$ cat src/verilog/alloc_pkg.sv
package alloc_pkg;

    // ----------------------------------------
    // Widths
    // ----------------------------------------
    // Descriptor memory holds 2**PTR_WID entries
    localparam int PTR_WID  = 6;
    localparam int SIZE_WID = 8;
    localparam int META_WID = 4;

    typedef logic [PTR_WID-1:0]  ptr_t;
    typedef logic [SIZE_WID-1:0] size_t;
    typedef logic [META_WID-1:0] meta_t;

    // ----------------------------------------
    // Descriptor and per-buffer result
    // ----------------------------------------

    // Descriptor as stored in memory, 20 bits
    typedef struct packed {
        ptr_t  nxt_ptr;
        logic  eof;
        size_t size;
        meta_t meta;
        logic  err;
    } desc_t;

    // Per-buffer result handed back to a context
    // ptr is the address the descriptor was read from
    typedef struct packed {
        ptr_t  ptr;
        logic  eof;
        size_t size;
        meta_t meta;
        logic  err;
    } buf_info_t;

endpackage : alloc_pkg

$ cat src/verilog/gather_pkg.sv
package gather_pkg;

    // ----------------------------------------
    // Gather context handshakes
    // ----------------------------------------

    // Head pointer of a chain, held until accepted
    typedef struct packed {
        logic            vld;
        alloc_pkg::ptr_t ptr;
    } gather_req_t;

    // One buffer of the chain, vld marks a FIFO entry
    typedef struct packed {
        logic                 vld;
        alloc_pkg::buf_info_t info;
    } gather_resp_t;

    // ----------------------------------------
    // Descriptor memory write
    // ----------------------------------------

    // No ready, ignored until the clearing sweep is over
    typedef struct packed {
        logic             vld;
        alloc_pkg::ptr_t  addr;
        alloc_pkg::desc_t desc;
    } desc_wr_t;

endpackage : gather_pkg

$ cat src/verilog/desc_mem.sv
`timescale 1ns/1ps

module desc_mem #(
    parameter int DEPTH = 64
) (
    input  logic                 clk,
    input  logic                 srst,
    input  gather_pkg::desc_wr_t wr,
    input  logic                 rd_req,
    output logic                 rd_rdy,
    input  alloc_pkg::ptr_t      rd_addr,
    output logic                 rd_ack,
    output alloc_pkg::desc_t     rd_data,
    output logic                 init_done
);

    localparam int AW = (DEPTH > 1) ? $clog2(DEPTH) : 1;

    alloc_pkg::desc_t mem [DEPTH];
    logic [AW-1:0]    init_cnt;
    logic             rd_go;

    // ----------------------------------------
    // Clearing sweep
    // ----------------------------------------
    // One entry per cycle, init_done after exactly DEPTH cycles
    always_ff @(posedge clk) begin
        if (srst) begin
            init_cnt  <= '0;
            init_done <= 1'b0;
        end else if (!init_done) begin
            init_cnt <= init_cnt + 1'b1;
            if (int'(init_cnt) == DEPTH - 1) begin
                init_done <= 1'b1;
            end
        end
    end

    // ----------------------------------------
    // Storage
    // ----------------------------------------
    // Sweep owns the array until done, then the write port
    always_ff @(posedge clk) begin
        if (!init_done) begin
            mem[init_cnt] <= '0;
        end else if (wr.vld) begin
            mem[wr.addr] <= wr.desc;
        end
    end

    // ----------------------------------------
    // Read port
    // ----------------------------------------
    assign rd_rdy = init_done;
    assign rd_go  = rd_req && rd_rdy;

    always_ff @(posedge clk) begin
        if (srst) begin
            rd_ack <= 1'b0;
        end else begin
            rd_ack <= rd_go;
        end
    end

    // Old contents on a same-cycle write to the read address
    always_ff @(posedge clk) begin
        if (rd_go) begin
            rd_data <= mem[rd_addr];
        end
    end

endmodule : desc_mem

$ cat config.mk
export PLATFORM = sky130hd
export DESIGN_NAME = desc_mem
export DESIGN_NICKNAME = d
export VERILOG_FILES = /design/src/verilog/alloc_pkg.sv /design/src/verilog/gather_pkg.sv /design/src/verilog/desc_mem.sv
export SDC_FILE = /design/constraint.sdc
export NUM_CORES = 1
export LEC_CHECK = 0
export BUFFER_PORTS_ARGS = -buffer_cell sky130_fd_sc_hd__buf_2
export CORE_MARGIN = 2
export CORE_UTILIZATION = 55
export CTS_CLUSTER_SIZE = 28
export DETAILED_ROUTE_END_ITERATION = 16
export PLACE_DENSITY_LB_ADDON = 0.05
export SLEW_MARGIN = 0
export SYNTH_ARGS = -nofsm -noshare
export SYNTH_HDL_FRONTEND = slang
export SYNTH_SLANG_ARGS = --single-unit
$ cat constraint.sdc
create_clock -name clk -period 3.1 [get_ports clk]
set_input_delay 0.155 -clock clk [delete_from_list [all_inputs] [get_ports clk]]
set_output_delay 0.155 -clock clk [all_outputs]
set_load 0.02 [all_outputs]
==> metrics, run 1 <==
outcome=finished clean; vias after detailed routing=about 25000; CTS H-tree depth=4; storage element area=0.03920 mm2; Setup crit start kind=flip-flop; count of final max-slew check failures=0; delay-heaviest family, CP=buffers and inverters; worst hold stages=2; total routed wirelength=around 120000 um; worst vdd ir=~570 uV; number of remaining DRC errors=0; Achievable Freq=between 300 and 400 MHz; Fin. Hold Viols=0; hold path start=wr[7]; post-placement cell area=around 0.054 mm2; Slew @ Worst Pin=roughly 1.1 ns; grt total ovfl=0; router iterations before antenna repair=6; Die X=approximately 300 um; Rows=roughly 110; most frequent cells in the layout=1300 x edfxtp_1, 304 x mux4_2, 187 x buf_4, 143 x clkbuf_16, 101 x mux2i_1; Max Cap Violations=0; Finished Cell Area=approximately 0.058 mm2; area delta synth->final=14.61%; Avg Cell Area, Syn=between 20 and 25 um2; setup TNS=0 ns; total global-route track usage=a little over a quarter; Worst Path Required=3.47 ns; commonest register cell after synthesis=edfxtp_1; CTS sink count=roughly 1300; post-synth cell types=45; FF-to-FF End=mem[11][0]; DRT iter0 DRCs=approximately 2700; WP data arrival=between 3 and 4 ns; CTS Buf Count=around 140; FFs w/ async S/R, synth=0%; initial antenna violation count=11; first-pass GRT wire length=~180000 um; TritonCTS clock tree=built; critical path fanouts, max=20; RSZ-0062 raised after global routing=false; Crit. End Element=flip-flop; die area=about 0.094 mm2; Final nets=~2600; Die Y=a little over 300 um; worst clock skew=0.02545 ns; core area=slightly above 0.09 mm2; vias per inst=6.383; clk_lat worst skew=about 0.74 ns; PortBufs=58; Fill cells=6190; Rel. slew slack=just under 30%; reg-to-reg critical path startpoint=init_done; final setup fails=0; CP bufs+invs=2; vias in the first global route=between 20000 and 25000; R2R cell count=6; Leakage=just over 20 nW; Reg clk slew, reported paths=0.06 ns; Worst path slowest cell=buf_4; commonest non-fill, non-tap cell in the layout=edfxtp_1; WHS Endpoint=mem[10][7]; most used cell along the critical path=buf_4; Synth Instances=2282; register area share after synthesis=slightly below 80%; # IOs=between 50 and 60; Setup CP Type=flip-flop to flip-flop; min-delay worst type=input pin to flip-flop; area of the multi-input gates=approximately 0.011 mm2; fin crit share=about nine tenths; post-synth net total=between 2000 and 2500; max incr delay on CP=0.41 ns; Post-synth EDFFs=1300; DP HPWL=76080 um; largest net degree at the start of global routing=66; GP Congestion=between 0.8 and 0.9; Syn Std Cell Area=between 0.05 and 0.06 mm2; wire per inst=32.21 um; R2R setup slack=approximately 0.37 ns; CTS max path bufs=3; fin crit period=about 2.7 ns; Ys Warns=0; fraction of layout cells with a size suffix above 1=33.55%; power per cell area=a little over 600 mW/mm2; antenna viol nets, final=0; Clock Tree Root=clkbuf_16; Yosys reg bits=between 1000 and 1500; post_cts resized=0; Initial Util=roughly 55%; crit-path cells=and2_1 > buf_4 > mux2i_1 > o21ai_1 > nor2_2 > buf_4
-- flip-flops by register name, summed over array words and instances (netlist names) --
| signal | cells |
|---|---|
| rd_data | 20 |
| mem | 1280 |
| init_cnt | 6 |
| init_done | 1 |
| rd_ack | 1 |
-- logic make-up after synthesis --
group | Yosys count | synth area share (%)
flops | 1308 | 77.50
mux | 464 | 16.85
simple gates | 216 | 1.937
compound gates | 161 | 2.177
buf+inv | 128 | 1.437
xor+xnor | 4 | 0.06928
fa+ha+maj | 1 | 0.02474
-- through the flow --
stage / setup WS (ns) / hold slack [ns] / cells / util (%) / power, mW
floorplan: 0.2372 / 0.3685 / 2282 / - / 20.57
detailed placement: 0.08154 / 0.4713 / 3615 / 58.86 / 21.16
finish: 0.3711 / 0.08704 / 3865 / 63.43 / 36.09
global route: 0.2363 / 0.07239 / 3860 / 63.41 / 37.02
CTS: 0.4063 / 0.03797 / 3860 / 63.41 / 36.30
global placement: 0.1297 / 0.4707 / 3615 / 58.86 / 21.14
-- where the power goes --
part           leakage (nW)  internal (mW)  switching [mW]
clock                  2.03           8.85            6.46
sequential             13.5           19.3          0.0269
combinational          4.97          0.652           0.830
-- worst max path at each step --
stage / start / end / cells past startpoint
6_report: init_done / mem[11][0] / 6
5_1_grt: init_done / mem[10][2] / 6
4_1_cts: init_done / mem[11][2] / 6
3_5_place_dp: rd_addr[0] / rd_data[13] / 8
3_3_place_gp: rd_addr[0] / rd_data[13] / 8
2_1_floorplan: init_done / mem[11][0] / 7
-- cell type report --
type	instances	area share, %
Inverter	3	0.01943
Clock inverter	57	0.6713
Clock buffer	186	6.469
Antenna cell	5	0.02159
Sequential cell	1308	67.62
Tap cell	1186	2.560
Timing Repair Buffer	274	3.942
Multi-Input combinational cell	846	18.69
-- timing repair --
item                      4_1_cts  5_1_grt
buffers inserted                0        0
hold buffers                    2        0
hold endpoints to repair       10        0
-- cell usage after synthesis, drive strengths merged, types with 14 or more instances --
library cell | instances | area share [%]
edfxtp | 1300 | 77
a21oi | 31 | 0.31
a22oi | 25 | 0.37
nand2 | 54 | 0.40
a211oi | 19 | 0.28
and3 | 20 | 0.25
buf | 90 | 1.2
clkbuf | 35 | 0.26
mux2i | 101 | 2.0
o21ai | 24 | 0.24
mux4 | 304 | 14
nor2 | 92 | 0.68
o22ai | 14 | 0.17
mux2 | 59 | 1.3
-- worst reg2reg max path: cells and delay by family (launching register included) --
family,cells,cell delay (ns)
buffers and inverters,2,0.65
and+or+nand+nor,2,0.57
AOI/OAI and AO/OA,1,0.40
muxes,1,0.37
DFF,1,0.35
-- layer usage --
| metal | GRT usage (%) | up-vias | routed length, um |
|---|---|---|---|
| li1 | - | 10210 | - |
| met1 | 38.08 | 13290 | 50020 |
| met2 | 44.30 | 1001 | 62490 |
| met3 | 4.680 | 167 | 9134 |
| met4 | 7.396 | 4 | 2847 |
| met5 | 0 | - | 23 |
(Power assumes the default switching activity.)
==> inputs of run 2 (changes only) <==
--- a/config.mk
+++ b/config.mk
@@ -12,2 +12,3 @@
 export DETAILED_ROUTE_END_ITERATION = 16
+export HOLD_SLACK_MARGIN = 0.1
 export PLACE_DENSITY_LB_ADDON = 0.05
==> constraint.sdc (replaced) <==
create_clock -name clk -period 3.1 [get_ports clk]
set_input_delay 0.31 -clock clk [delete_from_list [all_inputs] [get_ports clk]]
set_output_delay 0.31 -clock clk [all_outputs]
set_load 0.02 [all_outputs]
==> run 2 against run 1 <==
  * Hold slack improved by 0.15 ns
  * Clock power about the same
  * Setup slack worse by 0.013 ns
  * Largest power group unchanged
==> metrics, run 2 (synthesis results as in run 1) <==
GP Congestion=0.8832 (+3.3%); area delta synth->final=14.81%; antenna viol nets, final=0 (unchanged); total global-route track usage=27.76% (+0.74 points); first-pass GRT wire length=182700 um (+2.2%); Rel. slew slack=26.70% (-2.7 points); post_cts resized=0 (unchanged); Setup crit start kind=flip-flop; hold path start=wr[0]; core area=0.09139 mm2 (unchanged); outcome=finished clean; setup TNS=0 ns (unchanged); Die X=307.2 um (unchanged); RSZ-0062 raised after global routing=false; Clock Tree Root=clkbuf_16; CTS sink count=1308 (unchanged); WP data arrival=3.12 ns (+0.02 ns); reg-to-reg critical path startpoint=init_done; fin crit share=88.43% (+0.41 points); area of the multi-input gates=0.01084 mm2 (unchanged); most frequent cells in the layout=1300 x edfxtp_1, 304 x mux4_2, 186 x buf_4, 140 x clkbuf_16, 101 x mux2i_1; Leakage=20.55 nW (about the same); die area=0.09440 mm2 (unchanged); # IOs=59 (unchanged); Max Cap Violations=0 (unchanged); critical path fanouts, max=20 (unchanged); Fill cells=6143 (-0.76%); CTS max path bufs=3 (unchanged); DP HPWL=77320 um (+1.6%); Util after Layout=63.54% (+0.11 points); Final nets=2610 (+0.12%); Post-Place Cells=3620 (+0.14%); storage element area=0.03920 mm2 (unchanged); worst hold stages=2 (unchanged); worst vdd ir=563.3 uV (-0.61%); largest net degree at the start of global routing=67 (+1.5%); fin crit period=2.741 ns (+0.01256 ns); Crit. End Element=flip-flop; WHS Endpoint=mem[11][0]; total routed wirelength=127500 um (+2.4%); vias in the first global route=25030 (+0.36%); grt total ovfl=0 (unchanged); Slew @ Worst Pin=1.100 ns (+0.04113 ns); number of remaining DRC errors=0 (unchanged); Biggest register=mem; Reg clk slew, reported paths=0.06 ns (about the same); FF-to-FF End=mem[13][5]; Initial Util=55.34% (unchanged); vias after detailed routing=24620 (-0.21%); worst clock skew=0.01870 ns (-0.006753 ns); count of final max-slew check failures=0 (unchanged); CTS H-tree depth=4 (unchanged); CTS Buf Count=134 (-2.2%); power per cell area=619.7 mW/mm2 (-0.46%); final instance count without filler cells=3869 (+0.10%); commonest non-fill, non-tap cell in the layout=edfxtp_1; Fin. Hold Viols=0 (unchanged); vias per inst=6.363 (-0.32%); wire per inst=32.96 um (+2.3%); min-delay worst type=input pin to flip-flop; R2R setup slack=0.36 ns (about the same); PortBufs=58 (unchanged); clk_lat worst skew=0.75 ns (about the same); Finished Cell Area=0.05806 mm2 (+0.17%); DRT iter0 DRCs=2781 (+3.4%); Setup CP Type=flip-flop to flip-flop; fraction of layout cells with a size suffix above 1=33.56% (about the same); initial antenna violation count=10 (-1); final setup fails=0 (unchanged); Rows=111 (unchanged); R2R cell count=6 (unchanged); Die Y=307.2 um (unchanged); post-placement cell area=0.05392 mm2 (+0.23%); Worst Path Required=3.48 ns (about the same); Top Registers=mem x1280, rd_data x20, init_cnt x6; max FFs per register=1280 (unchanged); TritonCTS clock tree=built; Achievable Freq=364.8 MHz (-0.46%); router iterations before antenna repair=5 (-1)
-- run 2: cell type report --
class | count | share of cell area (%)
flip-flops and latches | 1308 | 67.51
multi-input cells | 846 | 18.66
clock buffers | 177 | 6.273
repair buffers | 280 | 4.163
well taps | 1186 | 2.556
clock inverters | 62 | 0.7887
diodes | 7 | 0.03017
inverters | 3 | 0.01939
-- run 2: through the flow --
step                      hold slack (ns)  power (mW)  setup slack (ns)
after global placement             0.5293       21.14           -0.3215
after global routing               0.2316       36.94            0.1370
final                              0.2408       35.98            0.3586
after CTS                          0.1777       36.22            0.3762
after floorplan                    0.4958       20.57            0.2372
after detailed placement           0.5423       21.15           -0.3075
-- run 2: per-layer routing --
metal	vias up	share of wire (%)	global-route usage, %
met5	-	0.016	0
met2	860	50	45.18
li1	10220	-	-
met3	185	6.8	5.395
met1	13350	41	38.51
met4	2	2.7	8.758
-- run 2: worst max path at each step --
stage	start	to	slack, ns	cells after the start
after floorplan	init_done	mem[11][0]	0.24	7
after global placement	rd_addr[0]	rd_data[15]	-0.32	6
after detailed placement	rd_addr[0]	rd_data[15]	-0.31	6
after CTS	init_done	mem[56][14]	0.38	7
after global routing	init_done	mem[24][18]	0.14	7
final	init_done	mem[13][5]	0.36	6
-- run 2: critical path, cell delays in order, from the launching register on --
cell and delay (ns):
dfxtp_1 0.43, and2_1 0.33, or3_1 0.37, o21ai_0 0.16, nand2_1 0.45, nor2_2 0.22
buf_4 0.42
-- run 2: report_power, final --
group / leakage [nW] / switching, mW / internal [mW] / total (mW)
clock: 2.01 / 6.53 / 8.68 / 15.2
combinational: 5.02 / 0.831 / 0.652 / 1.48
sequential: 13.5 / 0.0262 / 19.3 / 19.3
-- run 2: timing repair --
action,in CTS,in global routing
hold endpoints to repair,10,0
setup endpoints to repair,0,0
buffers inserted,0,0
hold buffers,2,0
